$ cat src/hdl/adc_pkg.sv
package adc_pkg;

	// ==============================
	// Converter sizes
	// ==============================

	// LTC2308 result width and input count
	localparam int ADC_DATA_W = 12;
	localparam int ADC_CH_W = 3;
	localparam int ADC_NUM_CH = 8;

	// Configuration word length on SDI
	localparam int ADC_CFG_BITS = 6;

	// One conversion result and its channel
	typedef logic [ADC_DATA_W-1:0] adc_data_t;
	typedef logic [ADC_CH_W-1:0] adc_ch_t;

	// ==============================
	// SPI timing in clock cycles
	// ==============================

	// CONVST to CONVST spacing, raise for slower sampling on hardware
	localparam int SAMPLE_PERIOD = 400;
	// CONVST high time plus conversion time before the first SCK
	localparam int CONV_WAIT = 90;
	// CONVST pulse width
	localparam int CONVST_HIGH = 2;
	// Clocks per SCK half period
	localparam int SCK_HALF = 1;

	// Counter widths derived from the timing above
	localparam int PERIOD_W = $clog2(SAMPLE_PERIOD);
	localparam int HALF_W = $clog2(SCK_HALF + 1);
	localparam int BIT_W = $clog2(ADC_DATA_W + 1);

	// Single-ended unipolar word, bits S/D O/S S1 S0 UNI SLP
	// Odd channels set O/S, S1 S0 pick the pair
	function automatic logic [ADC_CFG_BITS-1:0] adc_cfg_word(input adc_ch_t ch);
		return {1'b1, ch[0], ch[2], ch[1], 1'b1, 1'b0};
	endfunction

endpackage

$ cat src/hdl/report_pkg.sv
package report_pkg;

	// ==============================
	// Message bytes
	// ==============================

	// One ASCII character on the byte port
	typedef logic [7:0] msg_byte_t;

	// "chN=0xHHHH" plus CR LF
	localparam int MSG_LEN = 12;
	localparam int MSG_IDX_W = $clog2(MSG_LEN);
	typedef logic [MSG_IDX_W-1:0] msg_idx_t;

	// Fixed text of every line
	localparam msg_byte_t CHAR_LOWER_C = "c";
	localparam msg_byte_t CHAR_LOWER_H = "h";
	localparam msg_byte_t CHAR_EQUAL = "=";
	localparam msg_byte_t CHAR_ZERO = "0";
	localparam msg_byte_t CHAR_LOWER_X = "x";
	// Base of the upper-case hex letters
	localparam msg_byte_t CHAR_UPPER_A = "A";

	// Line ending
	localparam msg_byte_t CHAR_CR = 8'h0D;
	localparam msg_byte_t CHAR_LF = 8'h0A;

	// ==============================
	// Credit flow control
	// ==============================

	localparam int CREDIT_W = 3;
	typedef logic [CREDIT_W-1:0] credit_cnt_t;

	// Bytes the sink can buffer
	localparam credit_cnt_t TX_CREDITS_INIT = 3'd4;

endpackage

$ cat src/hdl/ltc2308_sampler.sv
`timescale 1ns/10ps

module ltc2308_sampler import adc_pkg::*; (
	input  logic      pll0_clock0,
	input  logic      master_reset_n,
	input  logic      sdo,
	output logic      convst,
	output logic      sck,
	output logic      sdi,
	output logic      sample_valid,
	output adc_data_t sample_data,
	output adc_ch_t   sample_ch
);

	// Sample period position
	logic [PERIOD_W-1:0] period_cnt;
	// Frame shift state
	logic shifting;
	logic [HALF_W-1:0] half_cnt;
	logic [BIT_W-1:0] fall_cnt;
	logic frame_start;
	logic sck_edge;
	// High for one clock after the last SCK fall
	logic frame_end;
	// Config bits still to go out, MSB on SDI
	logic [ADC_CFG_BITS-1:0] cfg_sr;
	// Bits collected from SDO
	adc_data_t data_sr;
	// Channel requested now and channel whose data comes back now
	adc_ch_t send_ch;
	adc_ch_t data_ch;
	// First frame returns stale data
	logic have_prev;

	// ==============================
	// Conversion start
	// ==============================

	assign frame_start = (period_cnt == PERIOD_W'(CONV_WAIT));

	always_ff @(posedge pll0_clock0 or negedge master_reset_n) begin
		if (!master_reset_n) begin
			period_cnt <= '0;
			convst <= 1'b0;
		end else begin
			// Free running period counter
			if (period_cnt == PERIOD_W'(SAMPLE_PERIOD - 1)) begin
				period_cnt <= '0;
			end else begin
				period_cnt <= period_cnt + 1'b1;
			end
			// CONVST pulse at the top of each period
			if (period_cnt == '0) begin
				convst <= 1'b1;
			end else if (period_cnt == PERIOD_W'(CONVST_HIGH)) begin
				convst <= 1'b0;
			end
		end
	end

	// ==============================
	// SPI shift sequence
	// ==============================

	// SCK toggles when the half period count runs out
	assign sck_edge = shifting && (half_cnt == HALF_W'(SCK_HALF - 1));

	// SDI shows the top config bit, zero once the word is out
	assign sdi = cfg_sr[ADC_CFG_BITS-1];

	always_ff @(posedge pll0_clock0 or negedge master_reset_n) begin
		if (!master_reset_n) begin
			shifting <= 1'b0;
			sck <= 1'b0;
			half_cnt <= '0;
			fall_cnt <= '0;
			cfg_sr <= '0;
			frame_end <= 1'b0;
		end else begin
			frame_end <= 1'b0;
			if (frame_start) begin
				// Conversion done, first config bit set up before SCK rises
				shifting <= 1'b1;
				half_cnt <= '0;
				fall_cnt <= '0;
				cfg_sr <= adc_cfg_word(send_ch);
			end else if (shifting) begin
				if (sck_edge) begin
					half_cnt <= '0;
					sck <= ~sck;
					if (sck) begin
						// Falling edge, next config bit out
						cfg_sr <= cfg_sr << 1;
						fall_cnt <= fall_cnt + 1'b1;
						// Twelve SCK periods per frame
						if (fall_cnt == BIT_W'(ADC_DATA_W - 1)) begin
							shifting <= 1'b0;
							frame_end <= 1'b1;
						end
					end
				end else begin
					half_cnt <= half_cnt + 1'b1;
				end
			end
		end
	end

	// SDO sampled as SCK rises, MSB first
	always_ff @(posedge pll0_clock0) begin
		if (sck_edge && !sck) begin
			data_sr <= {data_sr[ADC_DATA_W-2:0], sdo};
		end
	end

	// ==============================
	// Channel rotation and result
	// ==============================

	always_ff @(posedge pll0_clock0 or negedge master_reset_n) begin
		if (!master_reset_n) begin
			send_ch <= '0;
			data_ch <= '0;
			have_prev <= 1'b0;
			sample_valid <= 1'b0;
		end else begin
			// Pulse only for frames that carry a configured result
			sample_valid <= frame_end && have_prev;
			if (frame_end) begin
				have_prev <= 1'b1;
				// Data of the next frame belongs to the channel just sent
				data_ch <= send_ch;
				if (send_ch == adc_ch_t'(ADC_NUM_CH - 1)) begin
					send_ch <= '0;
				end else begin
					send_ch <= send_ch + 1'b1;
				end
			end
		end
	end

	// Result and label held until the next frame ends
	always_ff @(posedge pll0_clock0) begin
		if (frame_end) begin
			sample_data <= data_sr;
			sample_ch <= data_ch;
		end
	end

endmodule

$ cat src/hdl/report_formatter.sv
`timescale 1ns/10ps

module report_formatter import adc_pkg::*, report_pkg::*; (
	input  logic      pll0_clock0,
	input  logic      master_reset_n,
	input  logic      sample_valid,
	input  adc_data_t sample_data,
	input  adc_ch_t   sample_ch,
	input  logic      port_ready,
	output logic      fmt_valid,
	output msg_byte_t fmt_byte
);

	// Pending slot, newest sample wins
	logic pend_valid;
	adc_data_t pend_data;
	adc_ch_t pend_ch;
	// Line being sent
	adc_data_t cur_data;
	adc_ch_t cur_ch;
	msg_idx_t idx;
	// Handshake with the byte port
	logic accept;
	logic line_done;
	logic load;

	// Nibble to upper-case hex character
	function automatic msg_byte_t hex_char(input logic [3:0] nib);
		if (nib < 4'd10) begin
			return CHAR_ZERO + msg_byte_t'(nib);
		end
		return CHAR_UPPER_A + msg_byte_t'(nib - 4'd10);
	endfunction

	// ==============================
	// Line control
	// ==============================

	assign accept = fmt_valid && port_ready;
	assign line_done = accept && (idx == msg_idx_t'(MSG_LEN - 1));
	// New line starts when idle or right after the line feed
	assign load = (!fmt_valid || line_done) && (pend_valid || sample_valid);

	always_ff @(posedge pll0_clock0 or negedge master_reset_n) begin
		if (!master_reset_n) begin
			fmt_valid <= 1'b0;
			idx <= '0;
			pend_valid <= 1'b0;
		end else begin
			if (load) begin
				fmt_valid <= 1'b1;
				idx <= '0;
				// Slot drained, refilled only by a sample in this cycle
				pend_valid <= pend_valid && sample_valid;
			end else begin
				if (line_done) begin
					fmt_valid <= 1'b0;
				end else if (accept) begin
					idx <= idx + 1'b1;
				end
				// Sample arriving mid line waits in the slot
				if (sample_valid) begin
					pend_valid <= 1'b1;
				end
			end
		end
	end

	// Slot takes every sample, only pend_valid says it counts
	always_ff @(posedge pll0_clock0) begin
		if (sample_valid) begin
			pend_data <= sample_data;
			pend_ch <= sample_ch;
		end
	end

	// Older pending sample goes first
	always_ff @(posedge pll0_clock0) begin
		if (load) begin
			cur_data <= pend_valid ? pend_data : sample_data;
			cur_ch <= pend_valid ? pend_ch : sample_ch;
		end
	end

	// ==============================
	// Character select
	// ==============================

	always_comb begin
		case (idx)
			4'd0: fmt_byte = CHAR_LOWER_C;
			4'd1: fmt_byte = CHAR_LOWER_H;
			// Channel digit
			4'd2: fmt_byte = CHAR_ZERO + msg_byte_t'(cur_ch);
			4'd3: fmt_byte = CHAR_EQUAL;
			4'd4: fmt_byte = CHAR_ZERO;
			4'd5: fmt_byte = CHAR_LOWER_X;
			// Four hex digits, top one always 0
			4'd6: fmt_byte = CHAR_ZERO;
			4'd7: fmt_byte = hex_char(cur_data[11:8]);
			4'd8: fmt_byte = hex_char(cur_data[7:4]);
			4'd9: fmt_byte = hex_char(cur_data[3:0]);
			4'd10: fmt_byte = CHAR_CR;
			default: fmt_byte = CHAR_LF;
		endcase
	end

endmodule

$ cat src/hdl/credit_byte_port.sv
`timescale 1ns/10ps

module credit_byte_port import report_pkg::*; (
	input  logic      pll0_clock0,
	input  logic      master_reset_n,
	input  logic      fmt_valid,
	input  msg_byte_t fmt_byte,
	input  logic      credit_return,
	output logic      port_ready,
	output logic      tx_valid,
	output msg_byte_t tx_byte
);

	// Free slots at the sink, charged in the tx_valid cycle
	credit_cnt_t credit_cnt;
	logic accept;

	// ==============================
	// Credit check
	// ==============================

	// Byte in flight on tx already owns one credit
	assign port_ready = (credit_cnt > credit_cnt_t'(tx_valid));
	assign accept = fmt_valid && port_ready;

	always_ff @(posedge pll0_clock0 or negedge master_reset_n) begin
		if (!master_reset_n) begin
			credit_cnt <= TX_CREDITS_INIT;
			tx_valid <= 1'b0;
		end else begin
			tx_valid <= accept;
			// Use and return together leave the count unchanged
			case ({tx_valid, credit_return})
				2'b10: credit_cnt <= credit_cnt - credit_cnt_t'(1);
				2'b01: credit_cnt <= credit_cnt + credit_cnt_t'(1);
				default: credit_cnt <= credit_cnt;
			endcase
		end
	end

	// Output byte register
	always_ff @(posedge pll0_clock0) begin
		if (accept) begin
			tx_byte <= fmt_byte;
		end
	end

endmodule

$ cat src/hdl/adc_report_top.sv
`timescale 1ns/10ps

module adc_report_top import adc_pkg::*, report_pkg::*; (
	input  logic      pll0_clock0,
	input  logic      master_reset_n,
	input  logic      adc_sdo,
	input  logic      credit_return,
	output logic      adc_convst,
	output logic      adc_sck,
	output logic      adc_sdi,
	output logic      tx_valid,
	output msg_byte_t tx_byte
);

	// Sampler to formatter
	logic sample_valid;
	adc_data_t sample_data;
	adc_ch_t sample_ch;
	// Formatter to byte port
	logic fmt_valid;
	msg_byte_t fmt_byte;
	logic port_ready;

	// ==============================
	// LTC2308 SPI side
	// ==============================

	ltc2308_sampler u_sampler (
		.pll0_clock0    (pll0_clock0),
		.master_reset_n (master_reset_n),
		.sdo            (adc_sdo),
		.convst         (adc_convst),
		.sck            (adc_sck),
		.sdi            (adc_sdi),
		.sample_valid   (sample_valid),
		.sample_data    (sample_data),
		.sample_ch      (sample_ch)
	);

	// Text line per sample
	report_formatter u_formatter (
		.pll0_clock0    (pll0_clock0),
		.master_reset_n (master_reset_n),
		.sample_valid   (sample_valid),
		.sample_data    (sample_data),
		.sample_ch      (sample_ch),
		.port_ready     (port_ready),
		.fmt_valid      (fmt_valid),
		.fmt_byte       (fmt_byte)
	);

	// Credit flow control toward the sink
	credit_byte_port u_port (
		.pll0_clock0    (pll0_clock0),
		.master_reset_n (master_reset_n),
		.fmt_valid      (fmt_valid),
		.fmt_byte       (fmt_byte),
		.credit_return  (credit_return),
		.port_ready     (port_ready),
		.tx_valid       (tx_valid),
		.tx_byte        (tx_byte)
	);

endmodule

$ cat config.mk
export PLATFORM = sky130hd
export DESIGN_NAME = adc_report_top
export DESIGN_NICKNAME = d
export VERILOG_FILES = /design/src/hdl/adc_pkg.sv /design/src/hdl/report_pkg.sv /design/src/hdl/ltc2308_sampler.sv /design/src/hdl/report_formatter.sv /design/src/hdl/credit_byte_port.sv /design/src/hdl/adc_report_top.sv
export SDC_FILE = /design/constraint.sdc
export NUM_CORES = 1
export LEC_CHECK = 0
export BUFFER_PORTS_ARGS = -buffer_cell sky130_fd_sc_hd__buf_2
export CAP_MARGIN = 40
export CORE_MARGIN = 8
export CORE_UTILIZATION = 55
export CTS_CLUSTER_DIAMETER = 30
export CTS_CLUSTER_SIZE = 14
export DETAILED_ROUTE_END_ITERATION = 8
export PLACE_DENSITY = 0.72
export RECOVER_POWER = 50
export SETUP_SLACK_MARGIN = 0.02
export SLEW_MARGIN = 5
export SYNTH_ARGS = -nofsm -noshare
export SYNTH_HDL_FRONTEND = slang
export SYNTH_SLANG_ARGS = --single-unit
$ cat constraint.sdc
create_clock -name pll0_clock0 -period 7.2 [get_ports pll0_clock0]
set_input_delay 0.36 -clock pll0_clock0 [delete_from_list [all_inputs] [get_ports pll0_clock0]]
set_output_delay 0.36 -clock pll0_clock0 [all_outputs]
set_load 0.01 [all_outputs]
==> results of run 1 <==
-- power by group --
part | switching, W | total, W | internal, W | leakage, nW
clock network | 0.000209 | 0.000343 | 0.000134 | 0.0896
registers | 0.0000136 | 0.000658 | 0.000644 | 1.10
logic | 0.0000183 | 0.0000334 | 0.0000151 | 0.870
total | 0.000241 | 0.00103 | 0.000794 | 2.06
-- flip-flops by register name (all words and copies together) (netlist names), 4 cells and up --
signal	flops
u_sampler.period_cnt	9
u_port.tx_byte	7
u_sampler.fall_cnt	4
u_formatter.pend_data	12
u_formatter.idx	4
u_sampler.data_sr	12
u_sampler.cfg_sr	5
u_sampler.sample_data	12
u_formatter.cur_data	12
-- worst max-delay path by stage --
stage,startpoint,to,slack [ns],cells past startpoint
5_1_grt,master_reset_n,u_sampler.have_prev,4.16,3
3_3_place_gp,u_formatter.cur_data[1],u_port.tx_byte[4],5.04,8
3_5_place_dp,u_formatter.cur_data[5],u_port.tx_byte[4],4.98,8
4_1_cts,u_formatter.cur_data[1],u_port.tx_byte[4],4.97,8
6_report,master_reset_n,u_sampler.data_ch[2],4.75,3
2_1_floorplan,u_port.tx_valid,u_formatter.cur_ch[0],4.78,4
-- per-stage QoR --
| step | setup WS, ns | cell area [um2] | hold WS [ns] |
|---|---|---|---|
| floorplan | 4.78 | 4870 | 0.0644 |
| global placement | 5.04 | 4990 | 0.405 |
| detailed placement | 4.98 | 5030 | 0.193 |
| CTS | 4.97 | 5220 | 0.146 |
| global route | 4.16 | 5190 | 0.145 |
| finish | 4.75 | 5190 | 0.171 |
-- metal layers --
| metal | part of all wire (%) | vias up | track usage [%] | wire length, um |
|---|---|---|---|---|
| li1 | - | 1355 | - | - |
| met1 | 45 | 1307 | 15.4 | 3270 |
| met2 | 48 | 48 | 21.7 | 3500 |
| met3 | 4.5 | 13 | 3.08 | 322 |
| met4 | 2.0 | 0 | 6.37 | 146 |
| met5 | 0 | - | 0 | 0 |
-- synthesized netlist by cell type (6+ instances only) --
| cell type | number | share of area (%) |
|---|---|---|
| inv_1 | 19 | 1.5 |
| a21oi_1 | 12 | 1.2 |
| xnor2_1 | 14 | 2.5 |
| edfxtp_1 | 64 | 39 |
| nand3b_1 | 8 | 1.2 |
| nand3_1 | 8 | 0.82 |
| nor2_1 | 26 | 2.0 |
| o21ai_0 | 8 | 0.82 |
| mux2i_1 | 9 | 1.8 |
| mux2_2 | 22 | 5.1 |
| ha_1 | 24 | 6.2 |
| dfrtp_1 | 40 | 21 |
| xor2_1 | 13 | 2.3 |
| buf_2 | 7 | 0.72 |
| nand2_1 | 25 | 1.9 |
| and3_1 | 6 | 0.77 |
-- critical path, stage by stage --
cell and delay (ns):
dlygate4sd3_1 0.52, clkbuf_1 0.23, clkbuf_1 1.42
-- cell families (layout without fill, tap and decap cells) --
kind of cell,count (synthesis),after routing,share of synthesized area (%)
buffers and inverters,35,53,3.39
DFF,105,105,60.5
AOI/OAI and AO/OA,46,46,6.63
muxes,31,31,6.94
and+or+nand+nor,100,100,10.8
other,1,1,0.0770
xor gates and xnor gates,27,27,4.85
adders and majority gates,26,26,6.78
-- layout make-up --
type | instances | area, um2 | share of cell area (%)
Tap cell | 108 | 135 | 2.60
Timing Repair Buffer | 18 | 93.8 | 1.81
Clock buffer | 10 | 128 | 2.46
Sequential cell | 105 | 2950 | 56.8
Multi-Input combinational cell | 231 | 1760 | 33.8
Clock inverter | 6 | 60.1 | 1.16
Inverter | 19 | 71.3 | 1.37
==> impl_results.md, run 1 <==
- Status: finished with violations
- Failing checks: max-capacitance violations, max-slew violations
- Number of setup violations in the final report: 0
- Setup TNS: 0 ns
- Final worst clock skew: 0.00909 ns
- Post-CTS setup buffer count: 0
- GRT overflow: 0
- Clk_lat worst skew: 0.36 ns
- Vias in the first global route: 2677
- Post-synth EDFFs: 64
- Gate Count Post-Synth: 371
- Clk buf depth: 2
- Hold_buf cts: 1
- First-pass iteration count of the detailed router: 5
- Final cell count without fillers: 497
- Antenna Violating Nets Remaining: 0
- FF-to-FF path depth: 8
- Pwr Total: 0.00103 W
- Post-CTS sizing: 0
- Setup Crit Path Kind: primary input to asynchronous set/reset pin
- FP Rows: 34
- Clock-pin slew on the worst setup and hold paths: 0.10 ns
- PD cells: 199 nW/um2
- Crit-path max FO: 37
- Max-cap violation count: 1
- Core region area: 8640 um2
- Nets: 413
- Reg2Reg Setup Slack: 4.98 ns
- Proportion of layout cells with a drive suffix above 1: 15.7%
- Total track usage: 13.0%
- Fillers: 708
- Ys async rst share: 39.0%
- HP Start: adc_sdo
- Via count: 2723
- DRT iter0 DRCs: 188
- Final core utilization: 60.1%
- Maximum vdd ir drop: 106 uV
- Routed wire per std cell: 14.6 um
- WP data required: 7.30 ns
- Crit path time final: 2.45 ns
- Library cells used by synthesis: 56
- # H-tree levels: 3
- Total CTS buffers: 9
- Io pins: 16
- Kind of end point of the critical path: asynchronous set/reset pin
- Total die area: 12100 um2
- Synthesized area: 4870 um2
- Arr. time, crit path: 2.55 ns
- CP Launch Type: primary input
- Count of final hold-check violations: 0
- RSZ-0062 raised after global routing: false
- Headroom to the max-slew limit: -29.2%
- Final WL: 7.23 mm
- Die width: 110 um
- Worst hold path type: primary input to flip-flop
- Final GP Congestion: 0.907
- Placed Instances: 480
- Commonest cells after routing, fill and taps aside: edfxtp_1, dfrtp_1, nor2_1, nand2_1, ha_1
- Worst Hold Endpoint: u_sampler.data_sr[0]
- Global-route wire length before repair: 12.3 mm
- Fin crit share: 34.1%
- Max Freq: 408 MHz
- Commonest non-fill, non-tap cell in the layout: edfxtp_1
- Post-DP HPWL: 5.13 mm
- Syn_area_per_cell: 13.1 um2
- R2r endpoint: u_port.tx_byte[4]
- TritonCTS clock tree: yes
- Synth Warn #: 0
- Port bufs: 14
- Initial core utilization: 56.4%
- Drc violations: 0
- TritonCTS Sinks: 105
- Pin count of the biggest net entering global routing: 38
- Initial antenna violation count: 0
- Final Max Tran Viols: 38
- Chip height: 110 um
- Ys flop type: edfxtp_1
- Synth Register Bits: 105
- Vias per cell: 5.48
- Hold Path Cell Cnt: 1
- Root Buffer: clkbuf_8
- Number of diodes: 0
- Register area share after synthesis: 60.5%
- Slew @ Worst Pin: 1.94 ns
- Synth-to-Final Area Change: 6.63%
- Critical R2R Launch: u_formatter.cur_data[5]
- P_leak: 2.06 nW
- Mapped Nets: 400
(Power assumes the default switching activity.)
==> run 2: changes to the inputs <==
Settings changed: PLACE_DENSITY 0.72 to 0.75.
Clock period 7.2 ns to 2 ns, I/O delays scaled along.
==> impl_results.md, run 2 (synthesis results as in run 1) <==
- Routed wire per std cell: 14.9 um (+2.3%)
- Final setup margin: -0.0472 ns (-4.80 ns)
- Antenna Violating Nets Remaining: 0 (unchanged)
- Via count: 2875 (+5.6%)
- CP max stage delay: 0.51 ns (-0.91 ns)
- Highest metal used: met4
- Vias per cell: 5.49 (+0.14%)
- Placed Instances: 497 (+3.5%)
- Met3 WL post-DR: 364 um (+13%)
- P_sw: 0.000832 W (+240%)
- Clock network power share: 31.9% (-1.3 points)
- Proportion of layout cells with a drive suffix above 1: 24.8% (+9.1 points)
- Drc violations: 0 (unchanged)
- Worst hold path type: primary input to flip-flop
- Port bufs: 14 (unchanged)
- Arr. time, crit path: 2.15 ns (-0.40 ns)
- Final GP Congestion: 0.910 (+0.32%)
- P_leak: 2.16 nW (+4.8%)
- Root Buffer: clkbuf_8
- Count of final hold-check violations: 0 (unchanged)
- Slew @ Worst Pin: 0.889 ns (-1.05 ns)
- Initial core utilization: 56.4% (unchanged)
- First-pass iteration count of the detailed router: 4 (-1)
- Vias in the first global route: 2777 (+3.7%)
- Total die area: 12100 um2 (unchanged)
- DRT iter0 DRCs: 117 (-38%)
- Slowest-stage cell, CP: or4_1
- Comb power frac: 3.6% (+0.4 points)
- Final worst clock skew: 0.0106 ns (+0.00146 ns)
- Initial antenna violation count: 0 (unchanged)
- Fillers: 652 (-7.9%)
- Io pins: 16 (unchanged)
- Headroom to the max-slew limit: 40.8% (+70 points)
- Crit path time final: 2.05 ns
- Crit path buffers/inverters: 2 (-1)
- Core region area: 8640 um2 (unchanged)
- Die width: 110 um (unchanged)
- Number of setup violations in the final report: 1 (+1)
- Maximum vdd ir drop: 278 uV (+160%)
- Failing checks: negative setup slack
- Seq pwr share: 64.5% (+0.9 points)
- Clk_lat worst skew: 0.36 ns (about the same)
- Chip height: 110 um (unchanged)
- Final Max Tran Viols: 0 (-100%)
- Kind of end point of the critical path: flip-flop
- Number of diodes: 0 (unchanged)
- Commonest non-fill, non-tap cell in the layout: edfxtp_1
- Max Freq: 488 MHz
- Final cell count without fillers: 524 (+5.4%)
- TritonCTS Sinks: 105 (unchanged)
- GRT overflow: 0 (unchanged)
- Pin count of the biggest net entering global routing: 37 (-2.6%)
- Crit-path max FO: 3 (-92%)
- Clk buf depth: 2 (unchanged)
- Commonest cells after routing, fill and taps aside: edfxtp_1, dfrtp_1, buf_4, nor2_1, nand2_1
- # H-tree levels: 3 (unchanged)
- Worst slack, placed: -0.0901 ns (-5.07 ns)
- Worst-path cell chain: inv_2, ha_4, inv_2, ha_4, nand3b_1, xor2_1, a21oi_1, or4_1
- Reg2Reg Setup Slack: -0.05 ns (-5.03 ns)
- Fin crit share: 102%
- CP Launch Type: flip-flop
- Synth-to-Final Area Change: 13.3%
- WP data required: 2.11 ns (-5.19 ns)
- Critical path's top delay family: simple AND/OR/NAND/NOR gates
- Total CTS buffers: 9 (unchanged)
- RSZ-0062 raised after global routing: true
- Status: finished with violations
- Pint: 0.00284 W (+260%)
- Post-DP HPWL: 5.49 mm (+7.0%)
- Total track usage: 13.6% (+0.62 points)
- Met2 WL: 3.77 mm (+7.9%)
- Final WL: 7.80 mm (+7.8%)
- PD cells: 666 nW/um2 (+230%)
- Max-cap violation count: 0 (-1)
- Global-route wire length before repair: 12.9 mm (+5.1%)
- Nets: 440 (+6.5%)
- FP Rows: 34 (unchanged)
- Setup Crit Path Kind: flip-flop to flip-flop
- Clock-pin slew on the worst setup and hold paths: 0.10 ns (about the same)
- TritonCTS clock tree: yes
- Net Sw Frac: 22.6% (-0.67 points)
- M1 wire length: 3.61 mm (+11%)
[run 2: changes by cell type in the layout (fill, tap and decap cells not counted), moves of 2 or more]
cell and change:
ha_4 +7, buf_4 +25, clkbuf_1 +7, inv_2 +9, ha_2 +2, buf_2 -9, ha_1 -9, inv_1 -9
[run 2: path summary, 6_finish.rpt]
path | start | to | depth (start not counted)
setup / recovery | u_formatter.cur_data[5] | u_port.tx_byte[4] | 8
hold / removal | credit_return | u_port.credit_cnt[0] | 3
setup reg to reg | u_formatter.cur_data[5] | u_port.tx_byte[4] | 8
hold reg to reg | u_sampler.data_sr[11] | u_sampler.sample_data[11] | 0
max in group asynchronous | master_reset_n | u_sampler.send_ch[2] | 3
min in group asynchronous | master_reset_n | u_port.credit_cnt[0] | 2
[run 2: repair_timing]
action | 4_1_cts | 5_1_grt
setup buffers | 7 | 4
pin swaps | 1 | 7
endpoints found under the hold margin | 41 | 0
hold buffers | 2 | 0
setup endpoints to repair | 2 | 4
gates resized for setup | 6 | 5
[run 2: area by class of cell]
| cell class | instances | area [um2] | area share [%] |
|---|---|---|---|
| Clock buffer | 9 | 124 | 2.24 |
| Clock inverter | 7 | 52.6 | 0.952 |
| Inverter | 19 | 71.3 | 1.29 |
| Multi-Input combinational cell | 231 | 1880 | 34.1 |
| Sequential cell | 105 | 2950 | 53.4 |
| Tap cell | 108 | 135 | 2.45 |
| Timing Repair Buffer | 45 | 302 | 5.46 |
[run 2: power groups by stage]
| stage | registers (W) | logic, W | clock network, W |
|---|---|---|---|
| detailed placement | 0.00241 | 0.000129 | 0 |
| CTS | 0.00237 | 0.000135 | 0.00121 |
| finish | 0.00237 | 0.000131 | 0.00117 |
| global route | 0.00238 | 0.000149 | 0.00130 |
| floorplan | 0.00241 | 0.0000898 | 0 |
| global placement | 0.00241 | 0.000120 | 0 |
[run 2: per-layer routing]
layer	vias to the layer above	global-route usage [%]
met5	-	0
met4	0	4.95
met3	5	3.66
met2	63	21.7
met1	1390	17.5
li1	1417	-
[run 2: through the flow]
step           cell area, um2  power, W  setup TNS (ns)  util (%)  hold slack [ns]
3_3_place_gp             5230   0.00254         -0.0265      60.5          -0.0704
6_report                 5520   0.00367         -0.0472      63.9           0.0913
4_1_cts                  5510   0.00372         -0.0463      63.8           0.0689
2_1_floorplan            4950   0.00250               0         -           -0.196
5_1_grt                  5520   0.00383          -0.163      63.9           0.0662
3_5_place_dp             5230   0.00254         -0.0935      60.5          -0.0726
[run 2: tightest hold or removal path: cells and delay by family]
family	cells	cell delay, ns
XOR/XNOR	1	0.07
adder cells (fa/ha/maj)	1	0.18
buffers and inverters	1	0.08
==> run 3: changes to the inputs <==
Settings changed: CORE_MARGIN 8 to unset, CORE_UTILIZATION 55 to 40, PLACE_DENSITY 0.75 to unset.
==> impl_results.md, run 3 (synthesis results as in run 1) <==
- Status: finished with violations
- Failing checks: design-rule violations, negative setup slack
- Fin crit share: 103% (+0.91 points)
- CP Launch Type: flip-flop
- Routed wire per std cell: 14.1 um (-5.5%)
- Drc violations: 3 (+3)
- Synth-to-Final Area Change: 15.7%
- Pwr Total: 0.00418 W (+14%)
- P_leak: 2.20 nW (+1.7%)
- PD cells: 741 nW/um2 (+11%)
- Final WL: 7.82 mm (+0.27%)
- Clock-pin slew on the worst setup and hold paths: 0.07 ns (-0.03 ns)
- Root Buffer: clkbuf_16
- Worst slack, placed: -0.0675 ns (+0.0226 ns)
- Clk buf depth: 2 (unchanged)
- Final setup margin: -0.0654 ns (-0.0181 ns)
- Max Freq: 484 MHz (-0.88%)
- Worst-path cell chain: inv_2, ha_4, inv_2, ha_4, nand3b_1, xor2_1, a21oi_1, or4_1
- Worst hold path type: primary input to flip-flop
- Clk_lat worst skew: 0.34 ns (-0.02 ns)
- Footprint of the multi-input gates: 1870 um2 (-0.53%)
- FP Rows: 39 (+15%)
- Global-route wire length before repair: 13.5 mm (+4.4%)
- First-pass iteration count of the detailed router: 8 (+4)
- Core region area: 11700 um2 (+35%)
- Crit-path max FO: 3 (unchanged)
- Final core utilization: 48.3% (-16 points)
- Vias in the first global route: 2879 (+3.7%)
- GRT overflow: 0 (unchanged)
- Final worst clock skew: 0.00699 ns (-0.00357 ns)
- Kind of end point of the critical path: flip-flop
- Chip height: 112 um (+2.0%)
- Die width: 112 um (+2.0%)
- RSZ-0062 raised after global routing: true
- Io pins: 16 (unchanged)
- Max-cap violation count: 0 (unchanged)
- Arr. time, crit path: 2.14 ns (about the same)
- Slowest-stage cell, CP: or4_1
- Proportion of layout cells with a drive suffix above 1: 23.2% (-1.5 points)
- # H-tree levels: 3 (unchanged)
- Nets: 437 (-0.68%)
- Post-DP HPWL: 5.57 mm (+1.4%)
- Final GP Congestion: 0.841 (-7.5%)
- Commonest non-fill, non-tap cell in the layout: edfxtp_1
- Count of final hold-check violations: 0 (unchanged)
- Port bufs: 14 (unchanged)
- Initial antenna violation count: 0 (unchanged)
- Number of setup violations in the final report: 2 (+1)
- Vias per cell: 5.08 (-7.4%)
- TritonCTS clock tree: yes
- Initial core utilization: 41.8% (-15 points)
- Pin count of the biggest net entering global routing: 24 (-35%)
- Antenna Violating Nets Remaining: 0 (unchanged)
- Number of diodes: 0 (unchanged)
- Fillers: 1032 (+58%)
- Setup Crit Path Kind: flip-flop to flip-flop
- TritonCTS Sinks: 105 (unchanged)
- Total track usage: 13.7% (+0.054 points)
- DRT iter0 DRCs: 151 (+29%)
- Total die area: 12600 um2 (+4.1%)
- FF/Latch Area: 2950 um2 (unchanged)
- WP data required: 2.08 ns (-0.03 ns)
- Headroom to the max-slew limit: 30.8% (-9.9 points)
- Final Max Tran Viols: 0 (unchanged)
- Total CTS buffers: 9 (unchanged)
- Maximum vdd ir drop: 509 uV (+83%)
- Crit path time final: 2.07 ns (+0.0181 ns)
- Slew @ Worst Pin: 1.04 ns (+0.149 ns)
- Commonest cells after routing, fill and taps aside: edfxtp_1, dfrtp_1, nor2_1, nand2_1
- Via count: 2824 (-1.8%)
- CP max stage delay: 0.52 ns (about the same)
-- run 3: critical path: cells and delay by family, from the launching register on --
family | cells | cell delay (ns)
compound gates | 1 | 0.08
fa+ha+maj | 2 | 0.40
xor+xnor | 1 | 0.15
flops | 1 | 0.41
buf+inv | 2 | 0.14
simple gates | 2 | 0.63
-- run 3: report_power, final --
part / internal [W] / switching (W)
Sequential: 0.00232 / 0.0000511
Clock: 0.000868 / 0.000808
Combinational: 0.0000613 / 0.0000698
Total: 0.00325 / 0.000929
-- run 3: through the flow --
| stage | hold slack, ns | setup TNS [ns] | cell area (um2) | std cells |
|---|---|---|---|---|
| after CTS | 0.123 | -0.0401 | 5640 | 554 |
| final | 0.145 | -0.115 | 5640 | 556 |
| after detailed placement | 0.0704 | -0.0675 | 5290 | 534 |
| after global placement | 0.0654 | -0.0251 | 5290 | 534 |
| after global routing | 0.158 | -0.249 | 5640 | 556 |
| after floorplan | -0.196 | 0 | 4950 | 371 |
-- run 3: repair_timing --
action / CTS / global route
hold buffers: 2 / 0
cloned: 0 / 0
buffers inserted: 2 / 2
gates resized for setup: 5 / 3
hold endpoints to repair: 17 / 0
setup endpoints to repair: 1 / 3
pin swaps: 5 / 6
-- run 3: area by class of cell --
| cell class | instances | share of cell area [%] |
|---|---|---|
| Timing Repair Buffer | 42 | 4.86 |
| Multi-Input combinational cell | 231 | 33.2 |
| Sequential cell | 105 | 52.3 |
| Clock buffer | 9 | 3.99 |
| Inverter | 19 | 1.26 |
| Clock inverter | 7 | 1.15 |
| Tap cell | 143 | 3.17 |
-- run 3: worst paths after layout --
kind / startpoint / to / slack [ns] / cells past startpoint
worst max-delay path: u_formatter.cur_data[1] / u_port.tx_byte[4] / -0.07 / 8
worst min-delay path: credit_return / u_port.credit_cnt[0] / 0.14 / 3
worst max register to register: u_formatter.cur_data[1] / u_port.tx_byte[4] / -0.07 / 8
worst min register to register: u_sampler.data_sr[11] / u_sampler.sample_data[11] / 0.42 / 0
max in group asynchronous: master_reset_n / u_sampler.cfg_sr[3] / 0.56 / 3
min in group asynchronous: master_reset_n / u_sampler.cfg_sr[5] / 0.46 / 2
-- run 3: routing by layer --
| metal | up-vias | track usage (%) | part of all wire [%] |
|---|---|---|---|
| li1 | 1409 | - | - |
| met1 | 1353 | 16.9 | 48 |
| met2 | 48 | 22.1 | 47 |
| met3 | 14 | 4.54 | 3.3 |
| met4 | 0 | 5.42 | 2.0 |
| met5 | - | 0 | 0 |
